### src/cpu_types_pkg.sv
// Widths, MIPS encodings and pipeline packet types shared by every decode-side module
package cpu_types_pkg;

  localparam int WORD_W  = 32;
  localparam int REG_W   = 5;
  localparam int IMM_W   = 16;
  localparam int ADDR_W  = 26;
  localparam int OP_W    = 6;
  localparam int FUNC_W  = 6;
  localparam int SHAMT_W = 5;

  typedef logic [WORD_W-1:0] word_t;
  typedef logic [REG_W-1:0]  regbits_t;

  // jal writes its return address here
  localparam regbits_t LINK_REG = 5'd31;

  // Standard MIPS opcode field values, halt takes the all-ones slot
  typedef enum logic [OP_W-1:0] {
    RTYPE = 6'h00,
    J     = 6'h02,
    JAL   = 6'h03,
    BEQ   = 6'h04,
    BNE   = 6'h05,
    ADDI  = 6'h08,
    ADDIU = 6'h09,
    SLTI  = 6'h0a,
    SLTIU = 6'h0b,
    ANDI  = 6'h0c,
    ORI   = 6'h0d,
    XORI  = 6'h0e,
    LUI   = 6'h0f,
    LW    = 6'h23,
    SW    = 6'h2b,
    HALT  = 6'h3f
  } opcode_t;

  // R-type function field
  typedef enum logic [FUNC_W-1:0] {
    SLL  = 6'h00,
    SRL  = 6'h02,
    JR   = 6'h08,
    ADD  = 6'h20,
    ADDU = 6'h21,
    SUB  = 6'h22,
    SUBU = 6'h23,
    AND  = 6'h24,
    OR   = 6'h25,
    XOR  = 6'h26,
    NOR  = 6'h27,
    SLT  = 6'h2a,
    SLTU = 6'h2b
  } funct_t;

  typedef enum logic [3:0] {
    ALU_SLL,   // shift left by shamt
    ALU_SRL,   // logical shift right
    ALU_ADD,
    ALU_SUB,
    ALU_AND,
    ALU_OR,
    ALU_XOR,
    ALU_NOR,
    ALU_SLT,   // signed compare
    ALU_SLTU   // unsigned compare
  } aluop_t;

  // Five sources, so three bits
  typedef enum logic [2:0] {
    PC_SEQ,
    PC_BEQ,
    PC_BNE,
    PC_JUMP,
    PC_JR
  } pcsrc_t;

  // Field overlays of one instruction word
  typedef struct packed {
    opcode_t              opcode;
    regbits_t             rs;
    regbits_t             rt;
    regbits_t             rd;
    logic [SHAMT_W-1:0]   shamt;
    funct_t               funct;
  } r_t;

  typedef struct packed {
    opcode_t              opcode;
    regbits_t             rs;
    regbits_t             rt;
    logic [IMM_W-1:0]     imm;
  } i_t;

  typedef struct packed {
    opcode_t              opcode;
    logic [ADDR_W-1:0]    addr;
  } j_t;

  typedef struct packed {
    logic    reg_wr;
    logic    reg_dst;
    logic    wr_link;
    logic    ext_op;
    logic    shift_up;
    logic    mem_to_reg;
    logic    mem_rd;
    logic    mem_wr;
    logic    alu_src;
    aluop_t  alu_op;
    pcsrc_t  pc_src;
    logic    halt;
  } ctrl_t;

  typedef struct packed {
    word_t instr;
    word_t pc;
  } fetch_pkt_t;

  typedef struct packed {
    ctrl_t               ctrl;
    regbits_t            wsel;
    word_t               rdat1;
    word_t               rdat2;
    word_t               ext_out;
    logic [SHAMT_W-1:0]  shamt;
    logic [ADDR_W-1:0]   j_offset;
    regbits_t            rs;
    regbits_t            rt;
    word_t               pc;
  } decode_pkt_t;

  // Write-back request from the later stages
  typedef struct packed {
    logic     wen;
    regbits_t wsel;
    word_t    wdat;
  } wb_t;

endpackage
### src/decode_top.sv
// Top level of the decode slice: fetch latch, decode stage and decode/execute latch
module decode_top import cpu_types_pkg::*; (
  input  logic        CLK,
  input  logic        rst,
  input  logic        fetch_valid,
  input  fetch_pkt_t  fetch,
  input  logic        stall,
  input  logic        flush,
  input  wb_t         wb,
  output logic        dec_valid,
  output decode_pkt_t dec
);

  fetch_pkt_t  fd_data;
  logic        fd_valid;
  decode_pkt_t de_data;

  // Flush only kills the decode boundary
  pipe_latch #(
    .payload_t (fetch_pkt_t)
  ) fd_latch0 (
    .CLK       (CLK),
    .rst       (rst),
    .stall     (stall),
    .flush     (1'b0),
    .in_valid  (fetch_valid),
    .in_data   (fetch),
    .out_valid (fd_valid),
    .out_data  (fd_data)
  );

  decode_stage ds0 (
    .CLK   (CLK),
    .rst   (rst),
    .fetch (fd_data),
    .wb    (wb),
    .dec   (de_data)
  );

  pipe_latch #(
    .payload_t (decode_pkt_t)
  ) de_latch0 (
    .CLK       (CLK),
    .rst       (rst),
    .stall     (stall),
    .flush     (flush),
    .in_valid  (fd_valid),
    .in_data   (de_data),
    .out_valid (dec_valid),
    .out_data  (dec)
  );

endmodule

### src/decode_stage.sv
// Decode stage: control unit and register file in parallel, immediate extend, packet build
module decode_stage import cpu_types_pkg::*; (
  input  logic        CLK,
  input  logic        rst,
  input  fetch_pkt_t  fetch,
  input  wb_t         wb,
  output decode_pkt_t dec
);

  r_t       rinstr;
  i_t       iinstr;
  j_t       jinstr;
  ctrl_t    ctrl;
  word_t    rdat1;
  word_t    rdat2;
  word_t    ext_out;
  regbits_t wsel;

  // Three views of the same instruction word
  always_comb begin
    rinstr = fetch.instr;
    iinstr = fetch.instr;
    jinstr = fetch.instr;
  end

  control_unit cu0 (
    .instr (fetch.instr),
    .ctrl  (ctrl)
  );

  register_file rf0 (
    .CLK   (CLK),
    .rst   (rst),
    .rsel1 (rinstr.rs),
    .rsel2 (rinstr.rt),
    .wb    (wb),
    .rdat1 (rdat1),
    .rdat2 (rdat2)
  );

  // Zero extend unless lui or a signed-immediate op
  always_comb begin
    ext_out = {{(WORD_W-IMM_W){1'b0}}, iinstr.imm};
    if (ctrl.shift_up)
      ext_out = {iinstr.imm, {(WORD_W-IMM_W){1'b0}}};
    else if (ctrl.ext_op)
      ext_out = {{(WORD_W-IMM_W){iinstr.imm[IMM_W-1]}}, iinstr.imm};
  end

  // Destination: link register, then rd, then rt
  always_comb begin
    if (ctrl.wr_link)
      wsel = LINK_REG;
    else if (ctrl.reg_dst)
      wsel = rinstr.rd;
    else
      wsel = rinstr.rt;
  end

  always_comb begin
    dec.ctrl     = ctrl;
    dec.wsel     = wsel;
    dec.rdat1    = rdat1;
    dec.rdat2    = rdat2;
    dec.ext_out  = ext_out;
    dec.shamt    = rinstr.shamt;
    dec.j_offset = jinstr.addr;
    dec.rs       = rinstr.rs;
    dec.rt       = rinstr.rt;
    dec.pc       = fetch.pc;
  end

endmodule

### src/pipe_latch.sv
// Generic stage boundary register with valid bit, stall hold and flush, payload set by type
module pipe_latch #(
  parameter type payload_t = logic [31:0]
) (
  input  logic     CLK,
  input  logic     rst,
  input  logic     stall,
  input  logic     flush,
  input  logic     in_valid,
  input  payload_t in_data,
  output logic     out_valid,
  output payload_t out_data
);

  // Flush beats stall so a killed slot never survives a hold
  always_ff @(posedge CLK) begin
    if (rst) begin
      out_valid <= 1'b0;
    end else if (flush) begin
      out_valid <= 1'b0;
    end else if (!stall) begin
      out_valid <= in_valid;
    end
  end

  // Payload only qualified by out_valid
  always_ff @(posedge CLK) begin
    if (!stall) begin
      out_data <= in_data;
    end
  end

endmodule

### src/register_file.sv
// 32x32 register file with two bypassed read ports and one write port, $zero hardwired
module register_file import cpu_types_pkg::*; (
  input  logic     CLK,
  input  logic     rst,
  input  regbits_t rsel1,
  input  regbits_t rsel2,
  input  wb_t      wb,
  output word_t    rdat1,
  output word_t    rdat2
);

  // Register 0 has no storage
  word_t regs [1:2**REG_W-1];

  always_ff @(posedge CLK) begin
    if (rst) begin
      for (int i = 1; i < 2**REG_W; i++) begin
        regs[i] <= '0;
      end
    end else if (wb.wen && wb.wsel != '0) begin
      regs[wb.wsel] <= wb.wdat;
    end
  end

  // Same-cycle write wins over the stored value
  function automatic word_t read_port(regbits_t sel);
    word_t val;
    if (sel == '0)
      val = '0;
    else if (wb.wen && wb.wsel == sel)
      val = wb.wdat;
    else
      val = regs[sel];
    return val;
  endfunction

  always_comb begin
    rdat1 = read_port(rsel1);
    rdat2 = read_port(rsel2);
  end

endmodule

### src/control_unit.sv
// Combinational main decoder turning opcode and funct into the control struct of decode
module control_unit import cpu_types_pkg::*; (
  input  word_t instr,
  output ctrl_t ctrl
);

  r_t rinstr;

  assign rinstr = instr;

  always_comb begin
    // Safe default: no register write, no memory access, sequential PC
    ctrl        = '0;
    ctrl.alu_op = ALU_ADD;
    ctrl.pc_src = PC_SEQ;

    case (rinstr.opcode)
      RTYPE: begin
        ctrl.reg_wr  = 1'b1;
        ctrl.reg_dst = 1'b1;
        case (rinstr.funct)
          ADD, ADDU: ctrl.alu_op = ALU_ADD;
          SUB, SUBU: ctrl.alu_op = ALU_SUB;
          AND:       ctrl.alu_op = ALU_AND;
          OR:        ctrl.alu_op = ALU_OR;
          XOR:       ctrl.alu_op = ALU_XOR;
          NOR:       ctrl.alu_op = ALU_NOR;
          SLT:       ctrl.alu_op = ALU_SLT;
          SLTU:      ctrl.alu_op = ALU_SLTU;
          SLL:       ctrl.alu_op = ALU_SLL;
          SRL:       ctrl.alu_op = ALU_SRL;
          JR: begin
            ctrl.reg_wr = 1'b0;
            ctrl.pc_src = PC_JR;
          end
          // Unknown funct writes nothing
          default:   ctrl.reg_wr = 1'b0;
        endcase
      end

      ADDI, ADDIU: begin
        ctrl.reg_wr  = 1'b1;
        ctrl.alu_src = 1'b1;
        ctrl.ext_op  = 1'b1;
      end

      SLTI, SLTIU: begin
        ctrl.reg_wr  = 1'b1;
        ctrl.alu_src = 1'b1;
        ctrl.ext_op  = 1'b1;
        ctrl.alu_op  = (rinstr.opcode == SLTI) ? ALU_SLT : ALU_SLTU;
      end

      // Logical immediates are zero-extended
      ANDI, ORI, XORI: begin
        ctrl.reg_wr  = 1'b1;
        ctrl.alu_src = 1'b1;
        case (rinstr.opcode)
          ANDI:    ctrl.alu_op = ALU_AND;
          ORI:     ctrl.alu_op = ALU_OR;
          default: ctrl.alu_op = ALU_XOR;
        endcase
      end

      // rs is $zero in lui, so an add passes the shifted immediate
      LUI: begin
        ctrl.reg_wr   = 1'b1;
        ctrl.alu_src  = 1'b1;
        ctrl.shift_up = 1'b1;
      end

      LW: begin
        ctrl.reg_wr     = 1'b1;
        ctrl.alu_src    = 1'b1;
        ctrl.ext_op     = 1'b1;
        ctrl.mem_to_reg = 1'b1;
        ctrl.mem_rd     = 1'b1;
      end

      SW: begin
        ctrl.alu_src = 1'b1;
        ctrl.ext_op  = 1'b1;
        ctrl.mem_wr  = 1'b1;
      end

      BEQ, BNE: begin
        ctrl.ext_op = 1'b1;
        ctrl.alu_op = ALU_SUB;
        ctrl.pc_src = (rinstr.opcode == BEQ) ? PC_BEQ : PC_BNE;
      end

      J:    ctrl.pc_src = PC_JUMP;

      JAL: begin
        ctrl.reg_wr  = 1'b1;
        ctrl.wr_link = 1'b1;
        ctrl.pc_src  = PC_JUMP;
      end

      HALT: ctrl.halt = 1'b1;

      default: ;
    endcase
  end

endmodule

### config.mk
export PLATFORM = sky130hd
export DESIGN_NAME = decode_top
export DESIGN_NICKNAME = d
export VERILOG_FILES = /design/src/cpu_types_pkg.sv /design/src/decode_top.sv /design/src/decode_stage.sv /design/src/pipe_latch.sv /design/src/register_file.sv /design/src/control_unit.sv
export SDC_FILE = /design/constraint.sdc
export NUM_CORES = 2
export LEC_CHECK = 0
export ABC_AREA = 0
export BUFFER_PORTS_ARGS = -buffer_cell sky130_fd_sc_hd__buf_2
export CAP_MARGIN = 5
export CORE_MARGIN = 2
export CORE_UTILIZATION = 29
export DETAILED_ROUTE_END_ITERATION = 12
export HOLD_SLACK_MARGIN = 0.08
export PLACE_DENSITY_LB_ADDON = 0.15
export SETUP_SLACK_MARGIN = 0.02
export SYNTH_ARGS = -nofsm -noshare
export SYNTH_HDL_FRONTEND = slang
export SYNTH_SLANG_ARGS = --single-unit
### constraint.sdc
create_clock -name CLK -period 8.64 [get_ports CLK]
set_input_delay 1.296 -clock CLK [delete_from_list [all_inputs] [get_ports CLK]]
set_output_delay 1.296 -clock CLK [all_outputs]
set_load 0.005 [all_outputs]
### Yosys cells after proc, flatten, opt, wreduce, memory -nomap -nowiden

Memories as Yosys holds them, arrays and structs flattened. A register that Yosys moved wholly into a read port is not among the register bits.
Index checks and enable logic that the tools add are counted.

| cells by class | value |
|---|---|
| equality and inequality tests | 29 |
| mux-type cells | 32 |
| reduce and logical (&&, ||, !) cells | 19 |

Operator list:

| kind | count |
|---|---|
| $mux 32 | 5 |
| $eq 6x6->1 const B | 13 |
| $eq 6x4->1 const B | 9 |
| $pmux 4 s9 | 1 |
| $reduce_or 32->1 | 1 |
| $mux 5 | 4 |
| $reduce_or 10->1 | 2 |
| $eq 6x2->1 const B | 3 |
| $pmux 4 s4 | 1 |
| $mux 1 | 15 |
| $eq 6x3->1 const B | 2 |
| $logic_not 6->1 | 2 |
| $reduce_or 12->1 | 1 |
| $eq 5x5->1 | 2 |
| $logic_not 5->1 | 2 |
| $reduce_or 2->1 | 5 |
| $pmux 3 s3 | 1 |
| $reduce_or 8->1 | 1 |
| $reduce_bool 5->1 | 1 |
| $mux 2 | 2 |
| $pmux 2 s2 | 1 |
| $logic_and 1x1->1 | 3 |
| $mux 3 | 1 |
| $reduce_or 3->1 | 1 |
| $pmux 1 s2 | 1 |

| storage, ports and cells | value |
|---|---|
| memory bits (writable) | 992 |
| memories | 1 |
| output and inout bits | 192 |
| bits in registers | 257 |

Memory list:

| memory | depth | width | rd ports | clocked after memory_dff | write ports | line | RTL |
|---|---|---|---|---|---|---|---|
| ds0.rf0.regs | 31 | 32 | 2 | 2 | 31 | register_file.sv:13 | `word_t regs [1:2**REG_W-1];` |

### Longest topological paths before layout

| depth | value |
|---|---|
| depth in word-level cells | 7 |
| mapped depth | 10 |
| gate-level depth less buffers | 5 |

### Hierarchy

From an unflattened synthesis, not the netlist that was laid out.

| second synthesis, totals | value |
|---|---|
| cells, all modules | 4292 |
| area, all modules | 64217.8 sq um |

Modules (own cells, without submodules):

| module | cells each | times used | seq. area each (sq um) | area an instance (sq um) |
|---|---|---|---|---|
| register_file | 3829 | 1 | 30749.5 | 55181.7 |
| pipe_latch at de_latch0 | 195 | 1 | 5755.5 | 5779.3 |
| pipe_latch at fd_latch0 | 68 | 1 | 1941.9 | 1965.6 |
| decode_stage | 136 | 1 | 0.0 | 923.4 |
| control_unit | 63 | 1 | 0.0 | 364.1 |
| decode_top | 1 | 1 | 0.0 | 3.8 |

### Least setup slack after synthesis

OpenSTA, ideal clock, no wires.

| timing path | value |
|---|---|
| kind | input to register |
| start point | in stall |
| end point | reg de_latch0.out_data[0] (netlist bit) (enable) |
| cell stages on the path | 2 |
| required time | 8.050 ns |
| buffers on the path | 1 |
| arrival time | 6.167 ns |
| slack | 1.883 ns |
| cell sequence | buf_1 > inv_1 |

RTL lines:

| element | line | RTL |
|---|---|---|
| start: declaration | decode_top.sv:7 | `input logic stall,` |
| end signal: assignment | pipe_latch.sv:29 | `out_data <= in_data;` |
| end: declaration | pipe_latch.sv:12 | `output payload_t out_data` |

No word-level cell between the ends.

==> key figures <==
Run status
  – Status: completed

Floorplanning
  – Die ar.: around 0.23 mm^2
  – DIE WIDTH: 475 um
  – Site Rows: between 150 and 200
  – Core area: approximately 0.22 mm^2
  – I/O Pins: around 300
  – Initial core utilization: around 29%
  – Die height: ~480 um

Min path
  – Hold EP: de_latch0.out_data[0]
  – Class of the worst hold path: register to register
  – Startpoint of the worst hold path: fd_latch0.out_data[0]
  – Hold Path Stages: 0

Synth
  – Post-synthesis compound-gate area fraction: under 10%
  – Synth Area in Adders: 0%
  – Post-synth ARST share: 0%
  – Post-synth EDFFs: roughly 1300
  – Synth area leader: edfxtp_1
  – Area contributors post-synth: edfxtp_1, mux4_2, and2_1
  – Simple-Gate Fraction of Synth Area: roughly 12%
  – Mux share of post-synthesis cell area: 18.3%
  – Cells after Synth: 4379
  – Commonest cells post-synth: edfxtp_1, and2_1, mux2i_1, mux4_2, clkbuf_1
  – Synth Area in XOR/XNOR: 0.136%
  – Sequential area share after synthesis: 59.2%
  – Syn Std Cell Area: ~0.064 mm^2
  – Syn_area_per_cell: around 15 um^2
  – Synth warn: 0
  – Most numerous cell in the Yosys netlist: edfxtp_1
  – Main combinational cell family by area after synthesis: multiplexers
  – Yosys cell types: 72
  – Yosys reg bits: ~1300
  – Ys flop type: edfxtp_1
  – Area share of the largest cell type after synthesis: about three fifths

Pwr
  – Pleak: between 20 and 30 nW
  – VDD IR-drop max: 248 uV
  – Sequential group share of total power: between 40% and 50%
  – Power Dens Cells: around 220 mW/mm^2
  – Total power: 16.2 mW
  – Switching part of the total power: between 20% and 30%
  – Combinational share of power: approximately 15%
  – Clock power share: 39.2%
  – NetSw: between 4 and 5 mW
  – Int Pwr: approximately 12 mW

Clocking
  – Deepest clock path buffer count: 3
  – TritonCTS buffer count: about 150
  – CTS Hold Bufs: 0
  – Setup bufs post-CTS: 0
  – Reg clk slew, reported paths: about 0.06 ns
  – Clock H-tree levels: 4
  – Latest clock arrival within the worst-skew pair: about 0.85 ns
  – Clock Sink Count: 1275
  – CTS tree: built
  – CTS resizes: 0
  – Root Buffer: clkbuf_16

Run
  – Max-Cap Viols: 0

Finish
  – Nets: around 4600
  – Footprint of the multi-input gates: 0.0243 mm^2
  – Fraction of layout cells with a size suffix above 1: 22.6%
  – Fill count: 21700
  – FF+latch area: around 0.038 mm^2
  – Synth-to-layout area growth: 14.1%

Worst setup path
  – Crit path max-delay family: compound AO/OA/AOI/OAI gates
  – Reg-to-reg critical path endpoint: de_latch0.out_data[116]
  – Critical path, cell by cell: buf_12 > buf_4 > mux2i_1 > a221oi_1 > o21ai_0 > a21oi_1 > a221o_1
  – Slowest cell on crit path: dfxtp_4
  – Worst path max stage delay: between 0.8 and 0.9 ns
  – Arrival time worst endpoint: between 4 and 5 ns
  – Worst Setup Start Kind: register
  – Worst Reg-to-Reg Cells: 7
  – Critical Path End Type: register
  – WS Path Type: register to register
  – R2R setup slack: 4.50 ns
  – CP Max Fanout: about 70
  – WP buf/inv: 2
  – WP data required: ~9.3 ns

STA
  – Max Fclk: between 200 and 250 MHz
  – Worst-Margin Slew: between 1 and 1.5 ns
  – Clock Skew: ~0.043 ns
  – Setup TNS Final: 0 ns
  – Fin crit share: ~48%
  – Setup repair after global routing missed its margin: no
  – Final hold violations: 0
  – Final Max Slew Viols: 0
  – Slew margin rel.: 9.21%
  – Post-route minimum period: between 4 and 5 ns
  – Final setup fails: 0

Global routing
  – Initial antenna violation count: 22
  – Gr usage total: between 20% and 30%
  – Global route overflow: 0
  – First-pass GRT wire length: roughly 340000 um
  – Pin count of the biggest net entering global routing: around 170
  – Number of global-route vias before repair: about 40000

Route
  – DR pass1 iterations: 5
  – WL/cell: roughly 33 um
  – Antenna Nets Post-Route: 0
  – DRC viols: 0
  – Via/cell ratio: 5.29
  – Routed vias: between 40000 and 50000
  – Initial drt markers: roughly 4200
  – Routed WL: approximately 250000 um

Placed design
  – Routability cong.: slightly above 0.8
  – DPL Wire Length: about 160000 um
  – I/O Buffers: just under 300
flip-flops by register name, summed over array words and instances, names as in the netlist, named ones only:
| name | flops |
|---|---|
| ds0.rf0.regs | 1024 |
| fd_latch0.out_data | 64 |
| de_latch0.out_valid | 1 |
| fd_latch0.out_valid | 1 |
| de_latch0.out_data | 175 |
layout by cell type, fill, tap and decap left out, types with 8 or more instances in the layout:
cell type,count
o21ai_1,13
o21ai_0,95
nand2_1,70
nor2b_1,26
a21o_1,20
a211oi_1,27
dfxtp_4,8
clkbuf_16,154
and2_1,971
o22ai_1,19
mux2i_1,361
buf_12,11
edfxtp_1,1263
mux4_1,19
nor3_1,52
clkinv_2,21
or2_2,30
o211ai_1,11
a22oi_1,64
bufinv_16,8
clkinv_1,38
nor2_1,57
nor2_4,33
a221o_1,70
o2111ai_1,13
a221oi_1,97
or3_1,10
mux4_2,331
buf_2,299
a21oi_1,87
buf_4,84
nand3_1,30
mux2_2,18
clkbuf_1,39
a32o_1,8
conb_1,32
metrics by stage:
stage	std cells	hold slack [ns]	area [um^2]	setup WS (ns)	utilization [%]
floorplan	4410	0.400	64500	1.88	-
global placement	7328	0.400	68600	3.74	31.0
detailed placement	7330	0.405	68600	3.78	31.0
CTS	7610	0.417	73500	4.53	33.1
global route	7612	0.425	73500	4.45	33.2
finish	7615	0.416	73500	4.50	33.2
cell families after synthesis:
| group | Yosys count |
|---|---|
| multiplexers | 729 |
| AND/OR/NAND/NOR | 1325 |
| flip-flops | 1275 |
| AO/OA/AOI/OAI | 576 |
| other | 1 |
| XOR/XNOR | 10 |
| buffers and inverters | 463 |
worst max path at each step:
stage,endpoint,cells past startpoint
CTS,de_latch0.out_data[160],7
detailed placement,ds0.rf0.regs[24][12],6
global placement,ds0.rf0.regs[24][12],6
floorplan,de_latch0.out_data[0],2
global route,de_latch0.out_data[116],7
finish,de_latch0.out_data[116],7
layer usage:
layer	part of all wire, %	up-vias	global-route usage, %
li1	-	17100	-
met1	43	21300	29.2
met2	48	1512	35.2
met3	6.0	347	3.54
met4	3.9	4	8.23
met5	0.012	-	0
power by group through the flow:
stage | Clock [mW] | Sequential (mW) | Combinational (mW)
final | 6.37 | 7.50 | 2.37
after global routing | 6.70 | 7.54 | 2.46
after CTS | 6.48 | 7.50 | 2.38
after detailed placement | 0 | 7.62 | 2.37
after global placement | 0 | 7.62 | 2.38
after floorplan | 0 | 7.48 | 1.40
worst reg2reg max path: stages, from the launching register on:
cell      delay (ns)
dfxtp_4         0.85
buf_12          0.51
buf_4           0.77
mux2i_1         0.15
a221oi_1        0.46
o21ai_0         0.16
a21oi_1         0.72
a221o_1         0.34
cell type report:
class | count | area share, %
inverters | 13 | 0.0766
diodes | 5 | 0.0170
clock inverters | 87 | 1.14
multi-input cells | 2672 | 33.1
flip-flops and latches | 1275 | 52.0
clock buffers | 193 | 5.44
well taps | 2975 | 5.07
repair buffers | 395 | 3.21
Note: power is estimated with default switching activity, not from simulation.
